File: src/hw/rx_flit_pkg.sv
`default_nettype none

package rx_flit_pkg;

    // ============================================================
    // Widths and codes
    // ============================================================
    localparam int FLIT_W = 128;
    localparam int CRC_W  = 32;

    // CRC-32 generator, zero start, MSB first, no reflection or final xor
    localparam logic [CRC_W-1:0] CRC_POLY = 32'h741B_8CD7;

    // Flow commands, anything else is a normal request or response
    localparam logic [5:0] CMD_PRET  = 6'h01;
    localparam logic [5:0] CMD_TRET  = 6'h02;
    localparam logic [5:0] CMD_IRTRY = 6'h03;

    // ============================================================
    // Header fields
    // ============================================================
    function automatic logic [5:0] f_cmd(input logic [FLIT_W-1:0] flit);
        return flit[5:0];
    endfunction

    function automatic logic [3:0] f_lng(input logic [FLIT_W-1:0] flit);
        return flit[10:7];
    endfunction

    function automatic logic [8:0] f_tag(input logic [FLIT_W-1:0] flit);
        return flit[23:15];
    endfunction

    function automatic logic [33:0] f_adrs(input logic [FLIT_W-1:0] flit);
        return flit[57:24];
    endfunction

    // ============================================================
    // Tail fields
    // ============================================================
    function automatic logic [7:0] f_rrp(input logic [FLIT_W-1:0] flit);
        return flit[71:64];
    endfunction

    function automatic logic [7:0] f_frp(input logic [FLIT_W-1:0] flit);
        return flit[79:72];
    endfunction

    function automatic logic [2:0] f_seq(input logic [FLIT_W-1:0] flit);
        return flit[82:80];
    endfunction

    function automatic logic [2:0] f_rtc(input logic [FLIT_W-1:0] flit);
        return flit[90:88];
    endfunction

    function automatic logic [CRC_W-1:0] f_crc(input logic [FLIT_W-1:0] flit);
        return flit[127:96];
    endfunction

    // ============================================================
    // Helpers
    // ============================================================
    function automatic logic f_is_flow(input logic [5:0] cmd);
        return (cmd == CMD_PRET) || (cmd == CMD_TRET) || (cmd == CMD_IRTRY);
    endfunction

    // Folds one flit into the running remainder, bit 127 first
    function automatic logic [CRC_W-1:0] f_crc_flit(
        input logic [CRC_W-1:0]  crc_in,
        input logic [FLIT_W-1:0] flit
    );
        logic [CRC_W-1:0] rem;
        logic             fb;
        rem = crc_in;
        for (int i = FLIT_W - 1; i >= 0; i--) begin
            fb  = rem[CRC_W-1] ^ flit[i];
            rem = {rem[CRC_W-2:0], 1'b0};
            if (fb) begin
                rem = rem ^ CRC_POLY;
            end
        end
        return rem;
    endfunction

endpackage

`default_nettype wire

File: src/hw/rx_crc_accum.sv
`timescale 1ns/1ps
`default_nettype none

module rx_crc_accum (
    input  wire logic                           clk,
    input  wire logic                           res_n,
    input  wire logic                           i_valid,
    input  wire logic                           i_hdr,
    input  wire logic                           i_tail,
    input  wire logic [rx_flit_pkg::FLIT_W-1:0] i_data,
    output logic                                o_crc_ok,
    output logic                                o_crc_poison,
    output logic                                o_crc_err
);

    import rx_flit_pkg::*;

    // ============================================================
    // Remainder update
    // ============================================================
    logic [CRC_W-1:0]  crc_run;
    logic [CRC_W-1:0]  crc_base;
    logic [CRC_W-1:0]  crc_next;
    logic [CRC_W-1:0]  crc_rx;
    logic [FLIT_W-1:0] flit_in;
    logic              tail_v;

    assign tail_v = i_valid & i_tail;

    // The received CRC field is zero while it is folded in
    always_comb begin
        flit_in = i_data;
        if (i_tail) begin
            flit_in[127:96] = '0;
        end
    end

    // A header restarts the packet from a zero remainder
    assign crc_base = i_hdr ? '0 : crc_run;
    assign crc_next = f_crc_flit(crc_base, flit_in);
    assign crc_rx   = f_crc(i_data);

    always_ff @(posedge clk or negedge res_n) begin
        if (!res_n) begin
            crc_run <= '0;
        end else if (i_valid) begin
            crc_run <= crc_next;
        end
    end

    // ============================================================
    // Tail verdict
    // ============================================================
    logic match;
    logic inv_match;

    assign match     = (crc_next == crc_rx);
    assign inv_match = (crc_next == ~crc_rx);

    // One of the three pulses for one cycle after every tail
    always_ff @(posedge clk or negedge res_n) begin
        if (!res_n) begin
            o_crc_ok     <= 1'b0;
            o_crc_poison <= 1'b0;
            o_crc_err    <= 1'b0;
        end else begin
            o_crc_ok     <= tail_v & match;
            o_crc_poison <= tail_v & inv_match;
            o_crc_err    <= tail_v & ~match & ~inv_match;
        end
    end

endmodule

`default_nettype wire

File: src/hw/rx_field_check.sv
`timescale 1ns/1ps
`default_nettype none

module rx_field_check #(
    parameter int MAX_LNG = 9
) (
    input  wire logic                           clk,
    input  wire logic                           res_n,
    input  wire logic                           i_valid,
    input  wire logic                           i_hdr,
    input  wire logic                           i_tail,
    input  wire logic [rx_flit_pkg::FLIT_W-1:0] i_data,
    output logic                                o_fld_err,
    output logic                                o_rtc_ok,
    output logic                                o_is_flow
);

    import rx_flit_pkg::*;

    // ============================================================
    // Packet state
    // ============================================================
    logic       in_pkt;
    logic [5:0] cmd_q;
    logic [3:0] lng_q;
    logic [4:0] cnt_q;
    logic       seq_err_q;

    // Current packet view, with the header taking effect on its own flit
    logic [5:0] cur_cmd;
    logic [3:0] cur_lng;
    logic [4:0] cur_cnt;
    logic       single;
    logic       nested;

    assign cur_cmd = i_hdr ? f_cmd(i_data) : cmd_q;
    assign cur_lng = i_hdr ? f_lng(i_data) : lng_q;
    assign single  = i_hdr & i_tail;
    assign nested  = i_hdr & in_pkt;

    // Count saturates so an overlong packet still mismatches
    always_comb begin
        if (i_hdr) begin
            cur_cnt = 5'd1;
        end else if (cnt_q == 5'h1f) begin
            cur_cnt = cnt_q;
        end else begin
            cur_cnt = cnt_q + 5'd1;
        end
    end

    // ============================================================
    // Checks at the tail
    // ============================================================
    logic lng_bad;
    logic cnt_bad;
    logic orphan;
    logic flow_err;
    logic is_flow;

    assign lng_bad = (cur_lng == 4'd0) || (cur_lng > 4'(MAX_LNG));
    assign cnt_bad = (cur_cnt != {1'b0, cur_lng});
    assign orphan  = ~i_hdr & ~in_pkt;
    assign is_flow = f_is_flow(cur_cmd);

    // Zero-field rules apply to single-flit flow packets only
    always_comb begin
        flow_err = 1'b0;
        if (single && is_flow) begin
            if (|f_tag(i_data) || |f_adrs(i_data)) begin
                flow_err = 1'b1;
            end
            if ((cur_cmd != CMD_TRET) && (|f_rtc(i_data) || |f_seq(i_data))) begin
                flow_err = 1'b1;
            end
            if ((cur_cmd == CMD_PRET) && |f_frp(i_data)) begin
                flow_err = 1'b1;
            end
        end
    end

    always_ff @(posedge clk or negedge res_n) begin
        if (!res_n) begin
            in_pkt    <= 1'b0;
            cmd_q     <= '0;
            lng_q     <= '0;
            cnt_q     <= '0;
            seq_err_q <= 1'b0;
            o_fld_err <= 1'b0;
            o_rtc_ok  <= 1'b0;
            o_is_flow <= 1'b0;
        end else begin
            o_fld_err <= 1'b0;
            o_rtc_ok  <= 1'b0;
            o_is_flow <= 1'b0;
            if (i_valid && i_tail) begin
                in_pkt    <= 1'b0;
                seq_err_q <= 1'b0;
                o_fld_err <= lng_bad | cnt_bad | orphan | nested | seq_err_q | flow_err;
                o_rtc_ok  <= ~single | (cur_cmd == CMD_TRET) | ~is_flow;
                o_is_flow <= is_flow;
            end else if (i_valid) begin
                if (i_hdr) begin
                    // A second header restarts capture and marks the packet bad
                    in_pkt    <= 1'b1;
                    cmd_q     <= cur_cmd;
                    lng_q     <= cur_lng;
                    seq_err_q <= nested;
                end
                cnt_q <= cur_cnt;
            end
        end
    end

endmodule

`default_nettype wire

File: src/hw/rx_flit_merge.sv
`timescale 1ns/1ps
`default_nettype none

module rx_flit_merge (
    input  wire logic                           clk,
    input  wire logic                           res_n,
    input  wire logic                           i_valid,
    input  wire logic                           i_hdr,
    input  wire logic                           i_tail,
    input  wire logic [rx_flit_pkg::FLIT_W-1:0] i_data,
    input  wire logic                           i_crc_ok,
    input  wire logic                           i_crc_poison,
    input  wire logic                           i_crc_err,
    input  wire logic                           i_fld_err,
    input  wire logic                           i_rtc_ok,
    input  wire logic                           i_is_flow,
    output logic                                o_valid,
    output logic                                o_hdr,
    output logic                                o_tail,
    output logic [rx_flit_pkg::FLIT_W-1:0]      o_data,
    output logic                                o_error,
    output logic                                o_poisoned,
    output logic                                o_rtc,
    output logic                                o_flow
);

    import rx_flit_pkg::*;

    // ============================================================
    // Stream delay, lines up with the checker verdicts
    // ============================================================
    logic              v_d;
    logic              h_d;
    logic              t_d;
    logic [FLIT_W-1:0] data_d;
    logic              tail_chk;

    always_ff @(posedge clk or negedge res_n) begin
        if (!res_n) begin
            v_d <= 1'b0;
            h_d <= 1'b0;
            t_d <= 1'b0;
        end else begin
            v_d <= i_valid;
            h_d <= i_valid & i_hdr;
            t_d <= i_valid & i_tail;
        end
    end

    always_ff @(posedge clk) begin
        data_d <= i_data;
    end

    // Flags only on a tail that has a CRC verdict
    assign tail_chk = t_d & (i_crc_ok | i_crc_poison | i_crc_err);

    // ============================================================
    // Output register
    // ============================================================
    always_ff @(posedge clk or negedge res_n) begin
        if (!res_n) begin
            o_valid    <= 1'b0;
            o_hdr      <= 1'b0;
            o_tail     <= 1'b0;
            o_error    <= 1'b0;
            o_poisoned <= 1'b0;
            o_rtc      <= 1'b0;
            o_flow     <= 1'b0;
        end else begin
            o_valid    <= v_d;
            o_hdr      <= h_d;
            o_tail     <= t_d;
            o_error    <= tail_chk & (i_crc_err | i_fld_err);
            o_poisoned <= tail_chk & i_crc_poison;
            o_rtc      <= tail_chk & i_rtc_ok;
            o_flow     <= tail_chk & i_is_flow;
        end
    end

    always_ff @(posedge clk) begin
        o_data <= data_d;
    end

endmodule

`default_nettype wire

File: src/hw/rx_crc_check_top.sv
`timescale 1ns/1ps
`default_nettype none

module rx_crc_check_top #(
    parameter int MAX_LNG = 9
) (
    input  wire logic                           clk,
    input  wire logic                           res_n,
    input  wire logic                           i_valid,
    input  wire logic                           i_hdr,
    input  wire logic                           i_tail,
    input  wire logic [rx_flit_pkg::FLIT_W-1:0] i_data,
    output logic                                o_valid,
    output logic                                o_hdr,
    output logic                                o_tail,
    output logic [rx_flit_pkg::FLIT_W-1:0]      o_data,
    output logic                                o_error,
    output logic                                o_poisoned,
    output logic                                o_rtc,
    output logic                                o_flow
);

    // CRC verdict
    logic crc_ok;
    logic crc_poison;
    logic crc_err;

    // Field verdict
    logic fld_err;
    logic rtc_ok;
    logic is_flow;

    rx_crc_accum u_crc_accum (
        .clk          (clk),
        .res_n        (res_n),
        .i_valid      (i_valid),
        .i_hdr        (i_hdr),
        .i_tail       (i_tail),
        .i_data       (i_data),
        .o_crc_ok     (crc_ok),
        .o_crc_poison (crc_poison),
        .o_crc_err    (crc_err)
    );

    rx_field_check #(
        .MAX_LNG (MAX_LNG)
    ) u_field_check (
        .clk       (clk),
        .res_n     (res_n),
        .i_valid   (i_valid),
        .i_hdr     (i_hdr),
        .i_tail    (i_tail),
        .i_data    (i_data),
        .o_fld_err (fld_err),
        .o_rtc_ok  (rtc_ok),
        .o_is_flow (is_flow)
    );

    rx_flit_merge u_flit_merge (
        .clk          (clk),
        .res_n        (res_n),
        .i_valid      (i_valid),
        .i_hdr        (i_hdr),
        .i_tail       (i_tail),
        .i_data       (i_data),
        .i_crc_ok     (crc_ok),
        .i_crc_poison (crc_poison),
        .i_crc_err    (crc_err),
        .i_fld_err    (fld_err),
        .i_rtc_ok     (rtc_ok),
        .i_is_flow    (is_flow),
        .o_valid      (o_valid),
        .o_hdr        (o_hdr),
        .o_tail       (o_tail),
        .o_data       (o_data),
        .o_error      (o_error),
        .o_poisoned   (o_poisoned),
        .o_rtc        (o_rtc),
        .o_flow       (o_flow)
    );

endmodule

`default_nettype wire

File: config.mk
export PLATFORM = sky130hd
export DESIGN_NAME = rx_crc_check_top
export DESIGN_NICKNAME = d
export VERILOG_FILES = /design/src/hw/rx_flit_pkg.sv /design/src/hw/rx_crc_accum.sv /design/src/hw/rx_field_check.sv /design/src/hw/rx_flit_merge.sv /design/src/hw/rx_crc_check_top.sv
export SDC_FILE = /design/constraint.sdc
export NUM_CORES = 1
export LEC_CHECK = 0
export ABC_AREA = 1
export BUFFER_PORTS_ARGS = -buffer_cell sky130_fd_sc_hd__buf_2
export CAP_MARGIN = 20
export CELL_PAD_IN_SITES_DETAIL_PLACEMENT = 1
export CELL_PAD_IN_SITES_GLOBAL_PLACEMENT = 1
export CORE_MARGIN = 3
export CORE_UTILIZATION = 48
export CTS_BUF_LIST = sky130_fd_sc_hd__clkbuf_8
export DETAILED_ROUTE_END_ITERATION = 12
export PLACE_DENSITY_LB_ADDON = 0.2
export SYNTH_ARGS = -nofsm -noshare
export SYNTH_HDL_FRONTEND = slang
export SYNTH_SLANG_ARGS = --single-unit
File: constraint.sdc
create_clock -name clk -period 27.4 [get_ports clk]
set_clock_uncertainty 0.05 [all_clocks]
set_input_delay 4.11 -clock clk [delete_from_list [all_inputs] [get_ports clk]]
set_output_delay 4.11 -clock clk [all_outputs]
set_load 0.03 [all_outputs]
==> results.md <==
- Status: completed
- Syn Area/Cell: 8.33 um^2
- Die width: 261 um
- Distinct cells, synth: 56
- Largest stage delay, worst path: 0.44 ns
- Worst endpoint required time: 27.92 ns
- CTS sink count: between 300 and 400
- Top cell type's share of synthesized area: 0.183
- Worst Max-Slew Pin Slew: 0.955 ns
- Minimum hold slack: ~0.26 ns
- Post-synth EDFFs: 0
- CTS HTree Levels: 2
- Busiest grt layer: met2
- Post-layout minimum cycle time: 26.83 ns
- Final hold violation count: 0
- CP max-delay cell: xor2_1
- Placed insts: between 4000 and 5000
- CP endpoint kind: flop
- Main synth FF type: dfxtp_1
- Relative slew slack: 0.364
- WS Path Type: input pin to flop
- GPL Wtd Cong: 0.943
- Drt drc: 0
- Sequential element share of the synthesized area: 0.216
- Gr usage total: 0.286
- DR WL/cell: around 21 um
- Finish-stage setup viols: 0
- Non-filler instance count after layout: 5212
- Via density: between 5 and 6
- WL final: 112 mm
- Post-synth top area cell: xor2_1
- FMAX: 37.3 MHz
- Height of the die: 261 um
- Post-Synthesis Cells: 3760
- Full die area: 68300 um^2
- Placement Setup Slack: -0.911 ns
- Starting Density: 0.491
- Post-DP HPWL: 83.2 mm
- Initial antenna violation count: 2
- Fillers: between 7000 and 8000
- Synth top area cells: xor2_1, dfxtp_1, nand2_4
- Core footprint: 63800 um^2
- Slew Limit Fails: 0
- CP Max Fanout: 9
- GRT overflow: 0
- Clock Tree Root: clkbuf_8
- Met2 Usage GRT: 0.500
- Met3 usage: 0.0423
- Most common cell on crit path: nand2_4
- Worst-Skew Late Latency: 0.68 ns
- Clock transition at path regs: 0.07 ns
- Min-Delay Path Class: flop to flop
- Via Count: 27348
- Worst path arrival time: around 27 ns
- Post-synth ARST share: 0.202
- Most numerous cell in the Yosys netlist: xor2_1
- Deepest clock path buffer count: 3
- Share of layout cells above drive strength 1: 0.401
- Nets: 4455
- YS warnings: 0
- Final period utilization: 0.979
- Met1 usage: 0.352
- Number of buffers created by CTS: 56
- CTS tree: built
- P&R area growth vs syn: 21.5%
- Input/output buffers: 267
- Synthesized area: approximately 31000 um^2
- Routed Antenna Nets: 0
- Wire length of the first global-routing pass: 153 mm
- CP Launch Type: input pin
- Fin worst setup slack: 0.572 ns
- FF+latch count, synth: 321
- # rows: 92
- First drt pass iteration count: 5
- # IOs: 268
- Initial DRC count: 1349
- Synth top cells by count: xor2_1, nand2_1, nand3_1
- Largest net degree at the start of global routing: 66
- Vias in the first global route: ~27000
- Max Cap Violations: 0
- Post-Syn Nets: 3894
[critical path, delay by kind of cell]
family	cells	cell delay, ns
and+or+nand+nor	134	14.82
buffers and inverters	23	3.01
xor gates and xnor gates	17	5.23
[sequential cells by signal (all words and copies together), names as in the netlist, 4 cells and up]
register	cells
u_field_check.lng_q	4
u_crc_accum.crc_run	32
u_flit_merge.o_data	128
u_flit_merge.data_d	128
u_field_check.cmd_q	6
u_field_check.cnt_q	5
[cell families (layout without fill, tap and decap cells)]
family                     count (synthesis)  after routing  synth area share
adders and majority gates                  1              1          0.000400
other                                      0              2                 0
xor gates and xnor gates                 966            966             0.296
DFF                                      321            321             0.216
AOI/OAI and AO/OA                         70             70            0.0123
buffers and inverters                    449           1052            0.0652
and+or+nand+nor                         1953           1954             0.410
[worst paths after layout]
| check | start | to | slack (ns) | cells after the start |
|---|---|---|---|---|
| setup / recovery | i_data[122] | u_crc_accum.o_crc_err | 0.57 | 174 |
| hold / removal | u_flit_merge.data_d[100] | u_flit_merge.o_data[100] | 0.26 | 0 |
| setup reg to reg | u_crc_accum.crc_run[26] | u_crc_accum.o_crc_err | 3.81 | 172 |
| hold reg to reg | u_flit_merge.data_d[100] | u_flit_merge.o_data[100] | 0.26 | 0 |
| max in group asynchronous | res_n | u_crc_accum.crc_run[13] | 23.16 | 1 |
| min in group asynchronous | res_n | u_crc_accum.crc_run[25] | 3.53 | 1 |
[cell usage in the layout, fill, tap and decap left out, types with 14 or more instances in the layout]
cell type,n
xor2_1,641
nand2_1,560
inv_1,354
nand2_2,326
nand3_1,301
nand2_4,267
buf_2,263
dfxtp_1,256
buf_4,255
nand3_2,221
xnor2_1,218
nor2_1,71
clkbuf_8,65
dfrtp_1,65
xor2_2,62
nand3_4,59
nand2_8,53
inv_2,50
o21ai_0,49
nand3b_1,33
xor2_4,25
inv_4,18
nor2_2,14
xnor2_2,14
[cell type report]
type,instances,area [um^2],share of cell area
multi-input cells,2991,23900,0.628
flip-flops and latches,321,6750,0.177
repair buffers,527,3360,0.0884
inverters,424,1780,0.0469
well taps,846,1060,0.0278
clock buffers,65,895,0.0235
clock inverters,36,288,0.00756
diodes,2,5.00,0.000132
[what timing repair did]
action,CTS,global route
endpoints found under the hold margin,0,0
hold buffers,0,0
resized for setup,9,240
setup buffers,1,149
gates cloned,0,1
setup endpoints to repair,3,35
pin swaps,1,119
[routing by layer]
| layer | vias up | share of wire |
|---|---|---|
| met5 | - | 0.00012 |
| met4 | 2 | 0.052 |
| met3 | 310 | 0.052 |
| met2 | 843 | 0.50 |
| met1 | 13390 | 0.40 |
| li1 | 12803 | - |
[through the flow]
stage,TNS [ns],cell area (um^2),utilization
2_1_floorplan,0,31300,-
3_3_place_gp,-0.460,34300,0.537
3_5_place_dp,-7.01,34300,0.537
4_1_cts,0,35500,0.557
5_1_grt,-9.78,38000,0.597
6_report,0,38000,0.597
Power is not shown: default switching activity piles up to over one toggle a cycle in this logic, so the estimate is an artifact.
